--- config.mk ---
export PLATFORM = sky130hd
export DESIGN_NAME = csr_file
export DESIGN_NICKNAME = d
export VERILOG_FILES = /design/src/design/pipe_pkg.sv /design/src/design/csr_file.sv
export VERILOG_INCLUDE_DIRS = /design/src /design/src/design
export SDC_FILE = /design/constraint.sdc
export NUM_CORES = 1
export LEC_CHECK = 0
export BUFFER_PORTS_ARGS = -buffer_cell sky130_fd_sc_hd__buf_2
export CAP_MARGIN = 15
export CORE_ASPECT_RATIO = 1.1
export CORE_MARGIN = 8
export CORE_UTILIZATION = 40
export CTS_CLUSTER_DIAMETER = 50
export DETAILED_ROUTE_END_ITERATION = 7
export PLACE_DENSITY = 0.65
export SETUP_SLACK_MARGIN = 0.02
export SLEW_MARGIN = 10
export SYNTH_ARGS = -nofsm -noshare
export SYNTH_HDL_FRONTEND = slang
export SYNTH_SLANG_ARGS = --single-unit
--- constraint.sdc ---
create_clock -name clk -period 4.19 [get_ports clk]
set_clock_uncertainty 0.1 [all_clocks]
set_input_delay 0.838 -clock clk [delete_from_list [all_inputs] [get_ports clk]]
set_output_delay 0.838 -clock clk [all_outputs]
set_load 0.01 [all_outputs]
--- src/design/pipe_cfg.svh ---
`ifndef PIPE_CFG_SVH
`define PIPE_CFG_SVH

// issue width; the CSR merge logic is written for two lanes
`define PIPE_LANES 2

`define PIPE_DATA_W 32

`define PIPE_REGS 32

`define PIPE_CSRS 4

`endif

--- src/design/pipe_pkg.sv ---
`include "pipe_cfg.svh"

package pipe_pkg;

    typedef logic [`PIPE_DATA_W-1:0]         data_t;
    typedef logic [$clog2(`PIPE_REGS)-1:0]   reg_addr_t;
    typedef logic [$clog2(`PIPE_CSRS)-1:0]   csr_addr_t;

    typedef enum logic [5:0] {
        OP_NOP   = 6'h00,
        OP_ADD   = 6'h01,
        OP_SUB   = 6'h02,
        OP_AND   = 6'h03,
        OP_OR    = 6'h04,
        OP_XOR   = 6'h05,
        OP_ADDI  = 6'h06,
        OP_LUI   = 6'h07,
        OP_CSRRD = 6'h08,
        OP_CSRWR = 6'h09
    } opcode_t;

    // instruction word: opcode [31:26], rd [25:21], rs1 [20:16], imm [15:0]
    // rs2 shares the top of the immediate field at [15:11]
    typedef struct packed {
        logic [5:0]  opcode;
        reg_addr_t   rd;
        reg_addr_t   rs1;
        logic [15:0] imm;
    } instr_t;

    // imm is already extended or shifted by decode
    typedef struct packed {
        logic      valid;
        logic      illegal;
        opcode_t   op;
        reg_addr_t rd;
        reg_addr_t rs1;
        reg_addr_t rs2;
        data_t     imm;
        csr_addr_t csr_addr;
    } dec_ex_t;

    typedef struct packed {
        logic      valid;
        logic      illegal;
        logic      reg_write_en;
        reg_addr_t reg_write_addr;
        data_t     reg_write_data;
        logic      csr_write_en;
        csr_addr_t csr_write_addr;
        data_t     csr_write_data;
    } ex_wb_t;

    typedef struct packed {
        logic      reg_write_en;
        reg_addr_t reg_write_addr;
        data_t     reg_write_data;
    } reg_pf_t;

    typedef struct packed {
        logic      csr_write_en;
        csr_addr_t csr_write_addr;
        data_t     csr_write_data;
    } csr_pf_t;

endpackage

--- src/design/csr_file.sv ---
`timescale 1ns/1ps
`include "pipe_cfg.svh"

module csr_file
    import pipe_pkg::*;
(
    input  logic                             clk,
    input  logic                             arst_n_i,
    input  csr_pf_t                          wr_i,
    input  csr_addr_t [`PIPE_LANES-1:0]      raddr_i,
    output data_t     [`PIPE_LANES-1:0]      rdata_o
);

    data_t csrs [`PIPE_CSRS];

    always_ff @(posedge clk or negedge arst_n_i) begin
        if (!arst_n_i) begin
            csrs <= '{default: '0};
        end else if (wr_i.csr_write_en) begin
            csrs[wr_i.csr_write_addr] <= wr_i.csr_write_data;
        end
    end

    // one read port per lane
    always_comb begin
        for (int p = 0; p < `PIPE_LANES; p++) begin
            rdata_o[p] = csrs[raddr_i[p]];
        end
    end

endmodule

[After elaboration in Yosys (flattened, before gate mapping)]
Index checks and enable logic that the tools add are counted.
Storage, ports and cells
  register bits: 128
  input port bits: 41
  output and inout port bits: 64
  logic and storage cells: 21
Cells by class
  magnitude comparators: 4
  multiplexer cells: 9
  bitwise gates (word level): 3
  reductions and logical operators: 1
Operators by type and width (number)
  two-way mux 32 bit: 5
  binary-select mux 32 bit (select 2 bit): 2
  bitwise mux 128 bit: 1
  demux 32 bit (select 2 bit): 1
  >= comparator 3 bit, second input constant: 3
  inverter 2 -> 3 bit: 3
  less-than comparator 3 x 1 -> 1 bit, second input constant: 1
  logical AND 1 bit: 1

[Depth between registers and ports, before layout]
  word-level depth: 6
  depth in mapped cells: 3
  gate-level depth less buffers: 2

[Worst setup path after synthesis]
No wires, ideal clock.
  path kind: input -> output
  from: in raddr_i[0] in the netlist's numbering
  to: out rdata_o[10] in the netlist's numbering
  arrival: 1.834 ns
  required time: 3.252 ns
  path slack: 1.418 ns
  cell stages on the path: 3
  cells stage by stage: buf_2 -> buf_2 -> mux4_2
RTL lines
  start: declaration: line csr_file.sv:10  | input csr_addr_t [`PIPE_LANES-1:0] raddr_i,
  end: declaration: line csr_file.sv:11  | output data_t [`PIPE_LANES-1:0] rdata_o

==> flow_summary.yaml <==
cells_and_area:
  regs_by_ff_count: "csrs (128)"
  largest-register: "csrs"
  post_layout_instance_count_excluding_filler_cells: 674
  synthToLayoutAreaGrowth_pct: 23.2
  largest_register_ff_count: 128
  final_net_count: 501
  finish.utilization_pct: 49.7
  layout_cell_share_with_drive_strength_beyond_1_pct: 71.9
routing:
  via_count: 3762
  ant_nets: 0
  wl_mm: 14.9
  route.layer.met1.wl_mm: 6.60
  route.top_layer_used: "met4"
  routedWlPerCell_um: 22.2
  drt_pre_antenna_iters: 4
  via_per_inst: 5.58
  met2WireLength_mm: 7.18
  met3WireLength_um: 969
  drt_iter0_drc: 248
  remaining_drc_errors: 0
yosys:
  synth-edff-count: 0
  synth_top_cells_by_count: "sky130_fd_sc_hd__dfrtp_1 (128), sky130_fd_sc_hd__mux2_2 (126), sky130_fd_sc_hd__mux4_2 (64)"
  synth.most_common_cell: "sky130_fd_sc_hd__dfrtp_1"
  ys_warn_count: 0
  dominant_cell_type_by_area_after_synthesis: "sky130_fd_sc_hd__dfrtp_1"
  syn-instance-count: 350
  yosys.cell_types.count: 10
  sequential_to_total_area_share_from_yosys_stat_pct: 51.3
  area_contributors_post_synth: "sky130_fd_sc_hd__dfrtp_1 (51%), sky130_fd_sc_hd__mux4_2 (23%), sky130_fd_sc_hd__mux2_2 (23%), sky130_fd_sc_hd__buf_2 (1.4%), sky130_fd_sc_hd__buf_1 (0.36%)"
  yosysTopAreaCellShare_pct: 51.3
  postSynth.asyncResetShare_pct: 100
  synth.avg_cell_area_sq_um: 17.9
  yosys_register_bits: 128
  ys.flop_type: "sky130_fd_sc_hd__dfrtp_1"
  summed_instance_area_of_the_synthesized_netlist_sq_mm: 0.00625
  postSynthNetCount: 391
die:
  die_w_um: 135
  start_util_pct: 40.3
  core_area_sq_mm: 0.0155
  floorplan.die.height_um: 147
  fp.dieArea_sq_mm: 0.0199
  num_io_pins: 105
  rows: 48
clocking:
  cts_max_level: 4
  number_of_gates_resized_after_cts: 0
  cts.sinks: 128
  clk_pin_slew_worst_paths_ns: 0.06
  cts_setup_buffers: 0
  tritoncts_clock_tree: "built"
  numCtsBuffers: 17
  cts_hold_buffers: 0
  cts_buffer_depth: 2
  clock_tree.root_cell: "sky130_fd_sc_hd__clkbuf_16"
  worst_skew_pair.late_latency_ns: 0.41
global_route:
  first_global_vias: 4165
  grt_antenna_before_repair: 1
  grt_pass1_wl_mm: 24.2
  grt.overflow.total: 0
  grt.total_usage_pct: 16.0
  grt_start_max_net_pins: 69
timing:
  slew-limit-headroom_pct: 28.3
  unrepaired_setup_endpoints_after_global_routing: "no"
  report.final.setup_viol: 0
  final.period_utilization_pct: 75.6
  timing.final.ws_setup_ns: 1.02
  fin_setup_tns_ns: 0
  fin_crit_ns: 3.17
  min_hold_slack_ns: 0.394
  hold_viol_final: 0
  max_slew.worst_pin.slew_ns: 1.07
  final-max-slew-violation-count: 0
  timing.fmax_mhz: 316
power:
  max-vdd-ir-drop_uv: 295
  cellLeakagePower_nw: 3.29
  p_per_area_mw_per_mm2: 534
flow_run:
  cap_violations: 0
placement:
  dp_hpwl_mm: 9.83
  io_buffers: 104
  numPlacedInstances: 641
  gpl_wtd_cong: 0.694
  dpl_worst_slack_ns: 0.980
worst_setup_path:
  worst_setup_path_start_kind: "primary input"
  cp_data_arrival_time_ns: 2.23
  critical_path.max_fanout: 12
  worstSetupEndpointType: "primary output"
  required_ns: 3.25
  worst-setup-path-type: "primary input to primary output"
min_path:
  hold_class: "primary input to asynchronous set/reset pin"
status:
  status: "complete, no violations"
## metal layers
layer  up-vias  track usage, %
met1      2021            21.3
met3        16            4.92
met4         0            5.28
met2       110            24.4
li1       1615               -
met5         -               0
## cell type report
cell class                 instances  area [sq um]
clock inverter                    12           188
antenna                            1          2.50
tap                              200           250
clock buffer                      20           457
multi-input combinational        196          2930
fill                            1325          7800
sequential                       128          3200
timing repair buffer             117           671
## cells in the final DEF (no fill, tap or decap)
cell / instances
sky130_fd_sc_hd__diode_2: 1
sky130_fd_sc_hd__nand3b_1: 2
sky130_fd_sc_hd__nor3b_4: 1
sky130_fd_sc_hd__buf_2: 103
sky130_fd_sc_hd__nand3_2: 1
sky130_fd_sc_hd__buf_12: 4
sky130_fd_sc_hd__mux2_2: 126
sky130_fd_sc_hd__dfrtp_1: 128
sky130_fd_sc_hd__clkinvlp_4: 1
sky130_fd_sc_hd__mux2_1: 2
sky130_fd_sc_hd__clkbuf_8: 2
sky130_fd_sc_hd__buf_4: 10
sky130_fd_sc_hd__clkbuf_16: 17
sky130_fd_sc_hd__clkinv_2: 6
sky130_fd_sc_hd__clkbuf_1: 1
sky130_fd_sc_hd__bufinv_16: 5
sky130_fd_sc_hd__mux4_2: 64
## critical path, stage by stage
cell                     delay, ns
sky130_fd_sc_hd__buf_2        0.40
sky130_fd_sc_hd__buf_4        0.29
sky130_fd_sc_hd__mux4_2       0.53
sky130_fd_sc_hd__buf_2        0.16
## final timing paths
kind	from	endpoint	slack, ns	depth (start not counted)
min reg2reg	csrs[122]	csrs[122]	0.41	1
min	arst_n_i	csrs[124]	0.39	1
max	raddr_i[0]	rdata_o[19]	1.02	4
min in group clk	csrs[122]	csrs[122]	0.41	1
max in group asynchronous	arst_n_i	csrs[43]	2.70	2
max reg2reg	csrs[52]	csrs[52]	3.30	1
## through the flow
step	total power, W	instance area [sq um]
2_1_floorplan	0.00219	6250
3_3_place_gp	0.00251	7050
3_5_place_dp	0.00255	7050
4_1_cts	0.00416	7690
5_1_grt	0.00432	7700
6_report	0.00411	7700
## cells by family after synthesis
family	after synthesis	share of synthesized area, %
buffers and inverters	26	2.08
flip-flops	128	51.3
multiplexers	192	46.1
AND/OR/NAND/NOR	4	0.520
## where the power goes
part / internal [W] / total [W] / switching (W)
Combinational: 0.000522 / 0.000876 / 0.000355
Sequential: 0.00147 / 0.00164 / 0.000164
Clock: 0.00108 / 0.00159 / 0.000515
Total: 0.00308 / 0.00411 / 0.00103
(Power assumes the default switching activity.)
