**config.mk**
```make
export PLATFORM = sky130hd
export DESIGN_NAME = issue_decode
export DESIGN_NICKNAME = d
export VERILOG_FILES = /design/src/design/pipe_pkg.sv /design/src/design/issue_decode.sv
export VERILOG_INCLUDE_DIRS = /design/src /design/src/design
export SDC_FILE = /design/constraint.sdc
export NUM_CORES = 1
export LEC_CHECK = 0
export ABC_AREA = 1
export BUFFER_PORTS_ARGS = -buffer_cell sky130_fd_sc_hd__clkbuf_2
export CAP_MARGIN = 20
export CORE_ASPECT_RATIO = 1.75
export CORE_MARGIN = 2
export CORE_UTILIZATION = 44
export DETAILED_ROUTE_END_ITERATION = 7
export PLACE_DENSITY = 0.74
export SYNTH_ARGS = -nofsm -noshare
export SYNTH_HDL_FRONTEND = slang
export SYNTH_SLANG_ARGS = --single-unit
```
**constraint.sdc**
```tcl
create_clock -name clk -period 0.8 [get_ports clk]
set_clock_uncertainty 0.1 [all_clocks]
set_input_delay 0.12 -clock clk [delete_from_list [all_inputs] [get_ports clk]]
set_output_delay 0.12 -clock clk [all_outputs]
set_load 0.05 [all_outputs]
```
**src/design/pipe_cfg.svh**
```systemverilog
`ifndef PIPE_CFG_SVH
`define PIPE_CFG_SVH

// issue width; the CSR merge logic is written for two lanes
`define PIPE_LANES 2

`define PIPE_DATA_W 32

`define PIPE_REGS 32

`define PIPE_CSRS 4

`endif

```
**src/design/pipe_pkg.sv**
```systemverilog
`include "pipe_cfg.svh"

package pipe_pkg;

    typedef logic [`PIPE_DATA_W-1:0]         data_t;
    typedef logic [$clog2(`PIPE_REGS)-1:0]   reg_addr_t;
    typedef logic [$clog2(`PIPE_CSRS)-1:0]   csr_addr_t;

    typedef enum logic [5:0] {
        OP_NOP   = 6'h00,
        OP_ADD   = 6'h01,
        OP_SUB   = 6'h02,
        OP_AND   = 6'h03,
        OP_OR    = 6'h04,
        OP_XOR   = 6'h05,
        OP_ADDI  = 6'h06,
        OP_LUI   = 6'h07,
        OP_CSRRD = 6'h08,
        OP_CSRWR = 6'h09
    } opcode_t;

    // instruction word: opcode [31:26], rd [25:21], rs1 [20:16], imm [15:0]
    // rs2 shares the top of the immediate field at [15:11]
    typedef struct packed {
        logic [5:0]  opcode;
        reg_addr_t   rd;
        reg_addr_t   rs1;
        logic [15:0] imm;
    } instr_t;

    // imm is already extended or shifted by decode
    typedef struct packed {
        logic      valid;
        logic      illegal;
        opcode_t   op;
        reg_addr_t rd;
        reg_addr_t rs1;
        reg_addr_t rs2;
        data_t     imm;
        csr_addr_t csr_addr;
    } dec_ex_t;

    typedef struct packed {
        logic      valid;
        logic      illegal;
        logic      reg_write_en;
        reg_addr_t reg_write_addr;
        data_t     reg_write_data;
        logic      csr_write_en;
        csr_addr_t csr_write_addr;
        data_t     csr_write_data;
    } ex_wb_t;

    typedef struct packed {
        logic      reg_write_en;
        reg_addr_t reg_write_addr;
        data_t     reg_write_data;
    } reg_pf_t;

    typedef struct packed {
        logic      csr_write_en;
        csr_addr_t csr_write_addr;
        data_t     csr_write_data;
    } csr_pf_t;

endpackage

```
**src/design/issue_decode.sv**
```systemverilog
`timescale 1ns/1ps
`include "pipe_cfg.svh"

module issue_decode
    import pipe_pkg::*;
(
    input  logic                               clk,
    input  logic                               arst_n_i,
    input  logic [`PIPE_LANES-1:0][31:0]       instr_i,
    input  logic [`PIPE_LANES-1:0]             instr_valid_i,
    input  logic                               pause_i,
    input  logic                               flush_i,
    output dec_ex_t [`PIPE_LANES-1:0]          dec_o
);

    dec_ex_t [`PIPE_LANES-1:0] dec_d;

    function automatic dec_ex_t decode_lane(input instr_t w, input logic v);
        dec_ex_t d;
        data_t   imm_sext;
        data_t   imm_high;
        d        = '0;
        imm_sext = {{(`PIPE_DATA_W-16){w.imm[15]}}, w.imm};
        imm_high = {w.imm, {(`PIPE_DATA_W-16){1'b0}}};
        // a lane without valid stays an all-zero bubble
        if (v) begin
            d.valid    = 1'b1;
            d.rd       = w.rd;
            d.rs1      = w.rs1;
            d.rs2      = w.imm[15:11];
            d.csr_addr = w.imm[$bits(csr_addr_t)-1:0];
            case (w.opcode)
                OP_NOP, OP_ADD, OP_SUB, OP_AND, OP_OR, OP_XOR,
                OP_ADDI, OP_LUI, OP_CSRRD, OP_CSRWR: begin
                    d.op = opcode_t'(w.opcode);
                end
                default: begin
                    // unknown opcode flows on as a flagged no-op
                    d.op      = OP_NOP;
                    d.illegal = 1'b1;
                end
            endcase
            d.imm = (d.op == OP_LUI) ? imm_high : imm_sext;
        end
        return d;
    endfunction

    always_comb begin
        for (int l = 0; l < `PIPE_LANES; l++) begin
            dec_d[l] = decode_lane(instr_t'(instr_i[l]), instr_valid_i[l]);
        end
    end

    always_ff @(posedge clk or negedge arst_n_i) begin
        if (!arst_n_i) begin
            dec_o <= '0;
        end else if (flush_i) begin
            dec_o <= '0;
        end else if (!pause_i) begin
            dec_o <= dec_d;
        end
    end

endmodule

```
* Yosys cells after proc, flatten, opt, wreduce, memory -nomap -nowiden
Cells that the tools add are included.
Cells by class: add/sub/neg operators 0, $mul 0, div/mod/pow operators 0, magnitude comparators 0, equality and inequality tests 21, shifts and indexed selects 0, mux-type cells 12, bitwise operators 0, reduce and logical (&&, ||, !) cells 4
Operators by type and width (count):
- 2-to-1 mux 114 bit | 2
- 2-to-1 mux 57 bit | 2
- 2-to-1 mux 31 bit | 2
- equality test 6 x 3 -> 1 bit, second input constant | 10
- equality test 6 x 2 -> 1 bit, second input constant | 4
- equality test 6 x 4 -> 1 bit, second input constant | 4
- 2-to-1 mux 6 bit | 4
- OR reduction 10 bit | 2
- equality test 6 x 1 -> 1 bit, second input constant | 2
- logical NOT 6 bit | 2
- 2-to-1 mux 1 bit | 2
- inequality test 2 x 1 -> 1 bit, second input constant | 1
Word-level totals: register bits after elaboration 114, latch bits 0, RAM bits 0, memory bits (read-only) 0, input port bits 70, output and inout port bits 114, word-level logic and storage cells 53, memories 0

* Depth between registers and ports, before layout
word-level depth 9, mapped depth 8

* Least setup slack after synthesis
No wires, ideal clock.
path kind reg-to-output, start point register dec_o[38] (netlist name), end point output port dec_o[38] (netlist name), data arrival time 904 ps, required time 580 ps, slack -324 ps, cell stages (with the launch flop) 2, buffers on the path 1, cell sequence dfrtp_1 -> buf_4
RTL lines:
- from (decl) | line issue_decode.sv:13 | output dec_ex_t [`PIPE_LANES-1:0] dec_o
- from (signal assigned) | line issue_decode.sv:56 | dec_o <= '0;
- from (signal assigned) | line issue_decode.sv:58 | dec_o <= '0;
- from (signal assigned) | line issue_decode.sv:60 | dec_o <= dec_d;
No word-level cell between the ends.

* Final worst setup path
start point register dec_o[24] (netlist name), end point output port dec_o[24] (netlist name)
No word-level cell between the ends.

==> impl_metrics.tcl <==
set metrics [dict create \
    cp.depth 1 \
    finalWeightedCongestion 0.890 \
    wl_met1_mm 8.18 \
    final_core_util_pct 94.8 \
    path_buf_inv 1 \
    cp-endpoint "dec_o[24]" \
    area.growth.synth_to_final_pct 111 \
    synth_top_area_share_pct 61.3 \
    ys_seq_area_share_pct 61.3 \
    ios 184 \
    syn_nets 560 \
    top_register "dec_o" \
    die_x_um 81.1 \
    worst_pin_slew_ns 0.315 \
    cts_tree "yes" \
    dr_wl_met2_mm 14.2 \
    initial_utilization_pct 44.9 \
    num_rows 49 \
    fillers 263 \
    insertion_delay_ns 0.35 \
    slowest_stage "dfrtp_2" \
    clk_pin_slew_ns 0.09 \
    io_buffers 183 \
    slowest_delay_ns 0.49 \
    power_density_nw_per_um2 1540 \
    drv_slew 0 \
    outcome "finished, violations left" \
    r2r_end "dec_o[8]$_DFFE_PN0P_" \
    largest_reg_flops 112 \
    drt_iter0_drc 609 \
    grt_pass1_vias 5309 \
    startpoint "dec_o[24]$_DFFE_PN0P_" \
    worstSetupPathType "flop to output port" \
    ant_nets 0 \
    rr_worst_depth 4 \
    drtPass1Iterations 6 \
    tns_ns -60.64 \
    power.leakage_nw 4.74 \
    dp_hpwl_mm 9.51 \
    antenna_found_initial 0 \
    track_usage_pct 34.1 \
    grt_pass1_wl_mm 28.6 \
    yosys_warnings 0 \
    dpl_worst_slack_ns -0.583 \
    path_delay_family "flip-flops" \
    grt_max_degree 40 \
    hold_path_class "input port to flop" \
    clockBufferDepth 2 \
    layout-drive-gt1-share_pct 76.6 \
    synth-seq-cells 112 \
    synth.distinct_cells 18 \
    wl_mm 28.0 \
    die_area_um2 11300 \
    finalSetupViolations 225 \
    viasPerCell 6.30 \
    synthArstFlopShare_pct 100 \
    synth_area_leaders "dfrtp_1, nand2_1, nand3_1, a22o_1, nand3b_1" \
    fin_crit_ns 1.25 \
    synth_ff_type "dfrtp_1" \
    drc 0 \
    vias 5774 \
    cap_violations 0 \
    start_kind "flop" \
    worst_slack_ns -0.450 \
    fp.dieH_um 139 \
    endpoint_kind "output port" \
    globalRouteOverflowTotal 0 \
    core_area_um2 10200 \
    htreeDepth 3 \
    path_max_fanout 2 \
    antenna_cells 0 \
    syn_area_um2 4570 \
    path_cells "buf_8" \
    cts.sinks 112 \
    hold_violations 36 \
    yosysTopAreaCell "dfrtp_1" \
    syn_inst 490 \
    cts_buffers 9 \
    synth_edf_count 0 \
    vdd_drop_max_mv 1.64 \
    violations "negative hold slack, negative setup slack" \
    top_regs "dec_o (112)" \
    ys_top_cells_by_count "nand2_1, dfrtp_1, nand3_1" \
    wl_per_cell_um 30.6 \
    required_ns 0.58 \
    holdWs_ns -0.0923 \
    ff2ff_setup_slack_ns -0.28 \
    clock.fmax_mhz 800 \
    max_slew_margin_pct 79.0 \
    nets 854 \
    yosysMostFrequentCell "nand2_1" \
    cts-root-buf "clkbuf_16" \
    r2r_start "dec_o[8]$_DFFE_PN0P_" \
    rsz0062_at_grt "true" \
    syn_avg_cell_area_um2 9.33 \
    route.met3.wl_mm 2.71 \
    fin_crit_sh_pct 156 \
    highest_layer "met4" \
    cp.arrival_ns 1.03 \
]
power breakdown:
part / total (W) / switching (W) / internal, W
Clock: 0.00520 / 0.00235 / 0.00285
Combinational: 0.00350 / 0.00199 / 0.00152
Sequential: 0.00617 / 0.000279 / 0.00589
Total: 0.0149 / 0.00461 / 0.0103
layer usage:
layer | track usage (%) | vias up
met3 | 7.16 | 247
met4 | 20.7 | 0
met2 | 59.5 | 534
li1 | - | 2172
met1 | 36.3 | 2821
met5 | 0 | -
final cells by class:
class	instances	area [um^2]	area share [%]
clock inverter	6	90.1	0.934
sequential	112	2940	30.5
timing repair buffer	308	3770	39.1
multi-input combinational	329	2320	24.0
tap	127	159	1.65
clock buffer	10	239	2.48
inverter	23	113	1.17
timing repair inverter	1	16.3	0.169
what timing repair did:
item,CTS,global route
hold buffers,32,12
buffers inserted,17,45
hold endpoints to repair,191,56
gates resized for setup,340,342
gates cloned,14,3
pin swaps,37,79
endpoints found under the setup margin,217,236
logic make-up (layout without fill, tap and decap cells):
logic type | Yosys count | after routing | synth area share (%)
AO/OA/AOI/OAI | 39 | 39 | 5.91
flip-flops | 112 | 112 | 61.3
buffers and inverters | 51 | 348 | 5.69
AND/OR/NAND/NOR | 288 | 290 | 27.1
placed cells by master, fill, tap and decap left out, types with 5 or more instances in the layout:
| master | instances |
|---|---|
| buf_12 | 15 |
| buf_4 | 29 |
| o21ai_2 | 11 |
| nand2_1 | 83 |
| buf_16 | 9 |
| o21ai_1 | 8 |
| clkbuf_2 | 63 |
| inv_2 | 10 |
| clkbuf_16 | 18 |
| nand2_2 | 84 |
| a22o_1 | 20 |
| buf_8 | 116 |
| inv_1 | 9 |
| nand2_8 | 5 |
| nand3_1 | 25 |
| buf_6 | 46 |
| dfrtp_2 | 112 |
| nand2_4 | 40 |
| nand3b_1 | 18 |
| nor2_4 | 7 |
| nand3_2 | 20 |
| dlygate4sd3_1 | 18 |
worst min-delay path by stage:
stage / to / depth (start not counted) / startpoint
2_1_floorplan: dec_o[0]$_DFFE_PN0P_ / 0 / arst_n_i
3_3_place_gp: dec_o[77]$_DFFE_PN0P_ / 1 / arst_n_i
3_5_place_dp: dec_o[78]$_DFFE_PN0P_ / 1 / arst_n_i
4_1_cts: dec_o[99]$_DFFE_PN0P_ / 2 / instr_i[51]
5_1_grt: dec_o[102]$_DFFE_PN0P_ / 2 / instr_i[54]
6_report: dec_o[102]$_DFFE_PN0P_ / 2 / instr_i[54]
metrics by stage:
stage	area [um^2]	instances	total power, W
floorplan	4750	490	0.00727
global placement	6030	810	0.00804
detailed placement	6030	810	0.00808
CTS	8530	888	0.0139
global route	9650	916	0.0152
finish	9650	916	0.0149
worst register-to-register path: cells and delay by family, from the launching register on:
family,cells,cell delay (ns)
buf+inv,2,0.27
flops,1,0.44
simple gates,2,0.16
No activity file was read; power rests on OpenSTA's default activity.
