==> config.mk <==
export PLATFORM = sky130hd
export DESIGN_NAME = result_wb
export DESIGN_NICKNAME = d
export VERILOG_FILES = /design/src/design/pipe_pkg.sv /design/src/design/result_wb.sv
export VERILOG_INCLUDE_DIRS = /design/src /design/src/design
export SDC_FILE = /design/constraint.sdc
export NUM_CORES = 1
export LEC_CHECK = 0
export BUFFER_PORTS_ARGS = -buffer_cell sky130_fd_sc_hd__buf_2
export CORE_AREA = 2 2 159 161
export CTS_CLUSTER_SIZE = 24
export DETAILED_ROUTE_END_ITERATION = 6
export DIE_AREA = 0 0 161 163
export PLACE_DENSITY_LB_ADDON = 0.05
export SYNTH_ARGS = -nofsm -noshare
export SYNTH_HDL_FRONTEND = slang
export SYNTH_SLANG_ARGS = --single-unit
==> constraint.sdc <==
create_clock -name clk -period 1.5 [get_ports clk]
set_input_delay 0.075 -clock clk [delete_from_list [all_inputs] [get_ports clk]]
set_output_delay 0.075 -clock clk [all_outputs]
set_load 0.01 [all_outputs]
==> src/design/pipe_cfg.svh <==
`ifndef PIPE_CFG_SVH
`define PIPE_CFG_SVH

// issue width; the CSR merge logic is written for two lanes
`define PIPE_LANES 2

`define PIPE_DATA_W 32

`define PIPE_REGS 32

`define PIPE_CSRS 4

`endif

==> src/design/pipe_pkg.sv <==
`include "pipe_cfg.svh"

package pipe_pkg;

    typedef logic [`PIPE_DATA_W-1:0]         data_t;
    typedef logic [$clog2(`PIPE_REGS)-1:0]   reg_addr_t;
    typedef logic [$clog2(`PIPE_CSRS)-1:0]   csr_addr_t;

    typedef enum logic [5:0] {
        OP_NOP   = 6'h00,
        OP_ADD   = 6'h01,
        OP_SUB   = 6'h02,
        OP_AND   = 6'h03,
        OP_OR    = 6'h04,
        OP_XOR   = 6'h05,
        OP_ADDI  = 6'h06,
        OP_LUI   = 6'h07,
        OP_CSRRD = 6'h08,
        OP_CSRWR = 6'h09
    } opcode_t;

    // instruction word: opcode [31:26], rd [25:21], rs1 [20:16], imm [15:0]
    // rs2 shares the top of the immediate field at [15:11]
    typedef struct packed {
        logic [5:0]  opcode;
        reg_addr_t   rd;
        reg_addr_t   rs1;
        logic [15:0] imm;
    } instr_t;

    // imm is already extended or shifted by decode
    typedef struct packed {
        logic      valid;
        logic      illegal;
        opcode_t   op;
        reg_addr_t rd;
        reg_addr_t rs1;
        reg_addr_t rs2;
        data_t     imm;
        csr_addr_t csr_addr;
    } dec_ex_t;

    typedef struct packed {
        logic      valid;
        logic      illegal;
        logic      reg_write_en;
        reg_addr_t reg_write_addr;
        data_t     reg_write_data;
        logic      csr_write_en;
        csr_addr_t csr_write_addr;
        data_t     csr_write_data;
    } ex_wb_t;

    typedef struct packed {
        logic      reg_write_en;
        reg_addr_t reg_write_addr;
        data_t     reg_write_data;
    } reg_pf_t;

    typedef struct packed {
        logic      csr_write_en;
        csr_addr_t csr_write_addr;
        data_t     csr_write_data;
    } csr_pf_t;

endpackage

==> src/design/result_wb.sv <==
`timescale 1ns/1ps
`include "pipe_cfg.svh"

module result_wb
    import pipe_pkg::*;
(
    input  logic                          clk,
    input  logic                          arst_n_i,
    input  logic                          pause_i,
    input  logic                          flush_i,
    input  ex_wb_t  [`PIPE_LANES-1:0]     ex_i,
    output ex_wb_t  [`PIPE_LANES-1:0]     wb_o,
    output reg_pf_t [`PIPE_LANES-1:0]     wb_reg_pf_o,
    output csr_pf_t                       wb_csr_pf_o
);

    // flush also stands in for a memory-side hold
    always_ff @(posedge clk or negedge arst_n_i) begin
        if (!arst_n_i) begin
            wb_o <= '0;
        end else if (flush_i) begin
            wb_o <= '0;
        end else if (!pause_i) begin
            wb_o <= ex_i;
        end
    end

    // one register push-forward per lane
    always_comb begin
        for (int l = 0; l < `PIPE_LANES; l++) begin
            wb_reg_pf_o[l].reg_write_en   = wb_o[l].reg_write_en;
            wb_reg_pf_o[l].reg_write_addr = wb_o[l].reg_write_addr;
            wb_reg_pf_o[l].reg_write_data = wb_o[l].reg_write_data;
        end
    end

    // single CSR port where lane 0 goes first
    assign wb_csr_pf_o.csr_write_en   = wb_o[0].csr_write_en || wb_o[1].csr_write_en;
    assign wb_csr_pf_o.csr_write_addr = wb_o[0].csr_write_en ? wb_o[0].csr_write_addr
                                                             : wb_o[1].csr_write_addr;
    assign wb_csr_pf_o.csr_write_data = wb_o[0].csr_write_en ? wb_o[0].csr_write_data
                                                             : wb_o[1].csr_write_data;

endmodule

# ---- Word level (Yosys, flattened, before mapping)
# Index checks and enable logic that the tools add are counted.
dict set report totals {
  regBits 150
  input_bits 154
  out_inout_bits 261
}
dict set report op_classes {
  n_eq_ne 1
  n_reduce_logical 1
  n_mux 4
}
# op n
set op_table {}
lappend op_table {{$mux 150} 2}
lappend op_table {{$mux 32} 1}
lappend op_table {{$mux 2} 1}
lappend op_table {{$ne 2x1->1 const B} 1}
lappend op_table {{$logic_or 1x1->1} 1}

# ---- Depth between registers and ports, before layout
# Gate-level depths: netlist (run 1).
dict set report depth {
  ltp_word 2
  ltp_mapped 5
  depth_no_buf 2
}

# ---- Worst setup path after synthesis (run 1)
# OpenSTA, ideal clock, no wires.
dict set report synth_path {
  kind {register to output}
  start {reg wb_o[34] in the netlist's numbering}
  end {out wb_csr_pf_o[10] in the netlist's numbering}
  stages_incl_launch_ff 4
  slack_ns 0.260
  path_buffers 2
  t_arrival_ns 1.165
  cell_sequence {dfrtp_1 -> buf_2 -> buf_2 -> mux2_2}
}
# item line_no
set synth_lines {}
lappend synth_lines {{start: declaration} result_wb.sv:12} ;# output ex_wb_t [`PIPE_LANES-1:0] wb_o,
lappend synth_lines {{start signal: assignment} result_wb.sv:24} ;# wb_o <= ex_i;
lappend synth_lines {{end: declaration} result_wb.sv:14} ;# output csr_pf_t wb_csr_pf_o

==> flow_summary.json, run 1 <==
{
  "ys_ff_latch": 150,
  "intPower_mw": 7.75,
  "drc": 0,
  "ys_warn_count": 0,
  "yosysUniqueCellTypes": 10,
  "grt_usage_pct": 16.2,
  "hold_end": "wb_o[79]",
  "synth.top_cells.by_area": "dfrtp_1, mux2i_1, buf_4",
  "worstReg2RegStart": "wb_o[34]",
  "violations": "setup timing",
  "cts_buffers": 17,
  "largest_reg_flops": 150,
  "multiInputGateArea_sq_um": 2520,
  "p_per_area_nw_per_um2": 937,
  "syn_nets": 753,
  "setup_viol": 34,
  "maxCapViolations": 0,
  "synth_ff_type": "dfrtp_1",
  "p_comb_share_pct": 19.4,
  "min_from": "flush_i",
  "swShare_pct": 27.1,
  "r2r_slack_ns": 0.54,
  "drt-initial-drc-count": 261,
  "cts_setup_buffers": 0,
  "path_clk_slew_ns": 0.07,
  "worst_pin_slew_ns": 0.414,
  "gp_congestion": 0.729,
  "rows": 58,
  "final.setup.tns_ns": -1.76,
  "slew_viol_final": 0,
  "r2r_end": "wb_o[34]",
  "whs_path_depth": 2,
  "synth_top_area_share_pct": 53.1,
  "r2r_cells": 3,
  "p_switching_mw": 2.89,
  "place_hpwl_microns": 15600,
  "p_clk_share_pct": 38.5,
  "hp-class": "primary input to register",
  "start_util_pct": 28.7,
  "wl_per_cell_microns": 15.3,
  "cp.arrival_ns": 1.50,
  "reg.largest.list": "wb_o x150",
  "grt_pass1_vias": 6056,
  "cts_root_buffer": "clkbuf_16",
  "layout.area.seq_sq_um": 3750,
  "antenna_found_initial": 0,
  "rsz0062_at_grt": "true",
  "dp_cells": 1253,
  "final_cells": 1436,
  "synth_common_cells": "dfrtp_1, mux2i_1, nor2_1, buf_4, mux2_2",
  "grt_overflow": 0,
  "routed_wl_microns": 22000,
  "async_flop_share_pct": 100,
  "fin_ws_ns": -0.0717,
  "clock-skew-final_ns": 0,
  "fin_crit_ns": 1.57,
  "cp_data_required_time_ns": 1.42,
  "antenna_left": 0,
  "synth_edf_count": 0,
  "grt_max_degree": 40,
  "vias": 6040,
  "cts_sinks": 150,
  "synth_area_sq_um": 7070,
  "start_kind": "register",
  "pin_count": 415,
  "vias_per_cell": 4.21,
  "final_net_count": 1247,
  "chipWidth_microns": 161,
  "ir_worst_vdd_mv": 0.466,
  "fp.dieH_microns": 163,
  "criticalPathCategory": "register to primary output",
  "post-route-period-util_pct": 105,
  "htree_num_levels": 4,
  "syn_avg_cell_area_sq_um": 11.8,
  "clkLatencyLatePin_ns": 0.42,
  "cp_max_fo": 19,
  "drive_above_1_share_pct": 45.6,
  "grt_pass1_wl_microns": 33200,
  "cts_tree": "yes",
  "firstDrtPassIters": 4,
  "end_kind": "primary output",
  "power_leakage_nw": 6.38,
  "outcome": "finished, violations left",
  "clock.fmax_mhz": 636,
  "areaGrowthSynthToFinish_pct": 60.5,
  "seqPwrFrac_pct": 42.1,
  "cts_buffer_depth": 2,
  "regMostFlops": "wb_o",
  "coreArea_sq_um": 24700,
  "fillCellCount": 2396,
  "slew_headroom_pct": 72.4,
  "portBuffers": 414,
  "whs_ns": 0.0784,
  "finalHoldViolations": 0,
  "die_area_sq_um": 26200,
  "synth_top_area_cell": "dfrtp_1",
  "syn_inst": 599,
  "synth-seq-area-share_pct": 53.1,
  "num_antenna_cells": 0
}
[kinds of logic (layout without fill, tap and decap cells)]
family        Yosys count  in the layout  synth area share (%)
flops                 150            150                  53.1
simple gates          151            151                  8.05
buf+inv               114            621                  12.3
mux                   184            184                  26.6
[cell usage in the layout (no fill, tap or decap)]
cell type	count
buf_12	16
buf_2	393
buf_4	9
buf_6	19
bufinv_16	1
clkbuf_1	2
clkbuf_16	17
clkbuf_8	2
clkinv_4	1
clkinvlp_4	6
dfrtp_1	149
dfrtp_2	1
dlygate4sd3_1	151
inv_6	4
mux2_2	16
mux2_4	18
mux2i_1	150
nor2_1	150
or2_4	1
[routing by layer]
layer / track usage [%] / vias up / wire length [microns]
met1: 19.4 / 2899 / 8780
met4: 4.46 / 0 / 255
met3: 3.21 / 13 / 1180
met2: 29.5 / 232 / 11800
met5: 0 / - / 0
li1: - / 2896 / -
[worst max path at each step]
stage / startpoint / to / slack (ns) / depth (start not counted)
after floorplan: wb_o[34] / wb_csr_pf_o[10] / 0.26 / 3
after global placement: wb_o[34] / wb_csr_pf_o[2] / 0.28 / 3
after detailed placement: wb_o[34] / wb_csr_pf_o[32] / 0.26 / 3
after CTS: wb_o[34] / wb_csr_pf_o[10] / -0.1 / 3
after global routing: wb_o[34] / wb_csr_pf_o[12] / -0.13 / 3
final: wb_o[34] / wb_csr_pf_o[12] / -0.07 / 3
[through the flow]
stage                     area [sq um]  setup slack, ns  utilization, %  power, mW
after floorplan                   7070            0.260               -       5.50
after global placement            9080            0.275            36.8       6.24
after detailed placement          9080            0.257            36.8       6.24
after CTS                        11200          -0.0983            45.3       10.8
after global routing             11400           -0.128            46.0       11.2
final                            11400          -0.0717            46.0       10.6
[worst max-delay path, cell delays in order, from the launching register on]
cell     delay, ns
dfrtp_2       0.41
buf_12        0.19
mux2_2        0.35
buf_2         0.14
[power by group through the flow]
stage                     clock [mW]  sequential (mW)  combinational [mW]
after floorplan                    0             4.61               0.889
after global placement             0             4.56                1.68
after detailed placement           0             4.56                1.68
after CTS                       4.25             4.49                2.01
after global routing            4.44             4.51                2.25
final                           4.10             4.48                2.06
[cell type report]
type | instances | share of cell area [%]
timing repair buffer | 589 | 36.1
multi-input combinational | 335 | 22.2
sequential | 150 | 33.1
clock inverter | 12 | 1.05
tap | 330 | 3.64
clock buffer | 20 | 3.94
[what timing repair did]
item / in CTS / in global routing
resized for setup: 4 / 36
endpoints found under the hold margin: 300 / 0
hold buffers: 151 / 0
setup endpoints to repair: 35 / 35
Power figures use the tool's default switching activity.
==> run 2: changes to the inputs <==
--- a/config.mk
+++ b/config.mk
@@ -7,7 +7,9 @@
 export NUM_CORES = 1
 export LEC_CHECK = 0
 export BUFFER_PORTS_ARGS = -buffer_cell sky130_fd_sc_hd__buf_2
+export CAP_MARGIN = 40
 export CORE_AREA = 2 2 159 161
+export CTS_BUF_LIST = sky130_fd_sc_hd__clkbuf_16
 export CTS_CLUSTER_SIZE = 24
 export DETAILED_ROUTE_END_ITERATION = 6
 export DIE_AREA = 0 0 161 163
==> run 2 against run 1 <==
Net effect: the run still ends with setup timing left; final cell count did not move; count of clock-buffer cells in the layout fell by 3; flip-flop and latch count did not move; critical path type unchanged; sequential power barely moved; critical path depth did not move; core utilization barely moved; clock power fell by 2%; setup slack got worse by 0.0014 ns; final area barely moved; clock skew did not move; register-to-register slack barely moved.
==> flow_summary.json, run 2 (synthesis results as in run 1) <==
{
  "cp.arrival_ns": 1.50,
  "drt-initial-drc-count": 255,
  "final_net_count": 1247,
  "rows": 58,
  "final_common_cell": "buf_2",
  "cts_tree": "yes",
  "largest_reg_flops": 150,
  "grt_overflow": 0,
  "seqPwrFrac_pct": 42.4,
  "slew_headroom_pct": 72.7,
  "slew_viol_final": 0,
  "place_hpwl_microns": 15600,
  "portBuffers": 414,
  "mostFrequentLayoutCells": "buf_2, dlygate4sd3_1, mux2i_1, nor2_1, dfrtp_1",
  "start_kind": "register",
  "drive_above_1_share_pct": 45.5,
  "critPathBufInv": 2,
  "slowest_stage": "dfrtp_2",
  "setup_viol": 34,
  "r2r_slack_ns": 0.54,
  "cts_sinks": 150,
  "cp_max_fo": 19,
  "drc": 0,
  "areaGrowthSynthToFinish_pct": 60.3,
  "fin_ws_ns": -0.0731,
  "p_switching_mw": 2.88,
  "cts_buffer_depth": 2,
  "wl_per_cell_microns": 15.3,
  "coreArea_sq_um": 24700,
  "cts_setup_buffers": 0,
  "criticalPathCategory": "register to primary output",
  "gp_congestion": 0.729,
  "r2r_end": "wb_o[34]",
  "p_per_area_nw_per_um2": 932,
  "cp_top_family": "flip-flops",
  "fp.dieH_microns": 163,
  "antenna_found_initial": 0,
  "final_cells": 1436,
  "htree_num_levels": 4,
  "antenna_left": 0,
  "r2r_cells": 3,
  "clkLatencyLatePin_ns": 0.42,
  "path_clk_slew_ns": 0.07,
  "worstReg2RegStart": "wb_o[34]",
  "ir_worst_vdd_mv": 0.465,
  "grt_pass1_vias": 6056,
  "chipWidth_microns": 161,
  "whs_ns": 0.0762,
  "grt_pass1_wl_microns": 33200,
  "fin_crit_ns": 1.57,
  "power_leakage_nw": 6.38,
  "dp_cells": 1253,
  "clock.fmax_mhz": 636,
  "hold_end": "wb_o[79]",
  "final.setup.tns_ns": -1.78,
  "crit_chain": "buf_12, mux2_2, buf_2",
  "hp-class": "primary input to register",
  "rsz0062_at_grt": "true",
  "crit_path_max_incr_delay_ns": 0.41,
  "die_area_sq_um": 26200,
  "p_comb_share_pct": 19.5,
  "cp_data_required_time_ns": 1.42,
  "post-route-period-util_pct": 105,
  "pin_count": 415,
  "num_antenna_cells": 0,
  "intPower_mw": 7.69,
  "reg.largest.list": "wb_o x150",
  "grt_usage_pct": 16.2,
  "violations": "setup timing",
  "fillCellCount": 2397,
  "firstDrtPassIters": 4,
  "regMostFlops": "wb_o",
  "grt_max_degree": 40,
  "outcome": "finished, violations left",
  "maxCapViolations": 0,
  "start_util_pct": 28.7,
  "swShare_pct": 27.3,
  "clock-skew-final_ns": 0,
  "end_kind": "primary output",
  "finalHoldViolations": 0,
  "worst_pin_slew_ns": 0.409,
  "cts_buffers": 17,
  "min_from": "flush_i",
  "whs_path_depth": 2,
  "vias": 6034,
  "vias_per_cell": 4.20,
  "p_clk_share_pct": 38.1,
  "dp_slack_ns": 0.257,
  "cts_root_buffer": "clkbuf_16",
  "routed_wl_microns": 21900,
  "total_power_mw": 10.6
}
==> run 2: area by class of cell <==
cell class | instances | area, sq um | share of cell area [%]
clock buffers | 17 | 425 | 3.75
flip-flops and latches | 150 | 3750 | 33.1
repair buffers | 589 | 4090 | 36.1
well taps | 330 | 413 | 3.64
clock inverters | 15 | 130 | 1.15
multi-input cells | 335 | 2520 | 22.3
==> run 2: how the worst max path moves through the flow <==
stage                           end  slack [ns]     start  cells after the start
global placement     wb_csr_pf_o[2]        0.28  wb_o[34]                      3
global route        wb_csr_pf_o[12]       -0.13  wb_o[34]                      3
detailed placement  wb_csr_pf_o[32]        0.26  wb_o[34]                      3
CTS                 wb_csr_pf_o[10]        -0.1  wb_o[34]                      3
finish              wb_csr_pf_o[12]       -0.07  wb_o[34]                      3
floorplan           wb_csr_pf_o[10]        0.26  wb_o[34]                      3
==> run 2: per-stage QoR <==
stage / area (sq um) / util, %
floorplan: 7070 / -
global placement: 9080 / 36.8
detailed placement: 9080 / 36.8
CTS: 11200 / 45.2
global route: 11300 / 46.0
finish: 11300 / 46.0
==> run 2: repair_timing <==
action | 4_1_cts | 5_1_grt
gates resized for setup | 4 | 36
cloned | 0 | 0
hold buffers | 151 | 0
hold endpoints to repair | 300 | 0
setup endpoints to repair | 35 | 35
==> run 2: worst register-to-register path: cells and delay by family, from the launching register on <==
family	cells	cell delay, ns
simple gates	1	0.06
flops	1	0.44
mux	1	0.16
buf+inv	1	0.18
==> run 2: power by group through the flow <==
stage          Clock (mW)  Sequential [mW]  Combinational (mW)
2_1_floorplan           0             4.61               0.889
3_3_place_gp            0             4.56                1.68
3_5_place_dp            0             4.56                1.68
4_1_cts              4.19             4.49                2.01
5_1_grt              4.37             4.51                2.25
6_report             4.03             4.48                2.06
==> run 2: layer usage <==
layer  global-route usage (%)  vias up  wire (microns)
met5                        0        -               0
met4                     4.46        0             255
met3                     3.21       13            1200
met2                     29.5      236           11700
met1                     19.4     2890            8770
li1                         -     2895               -
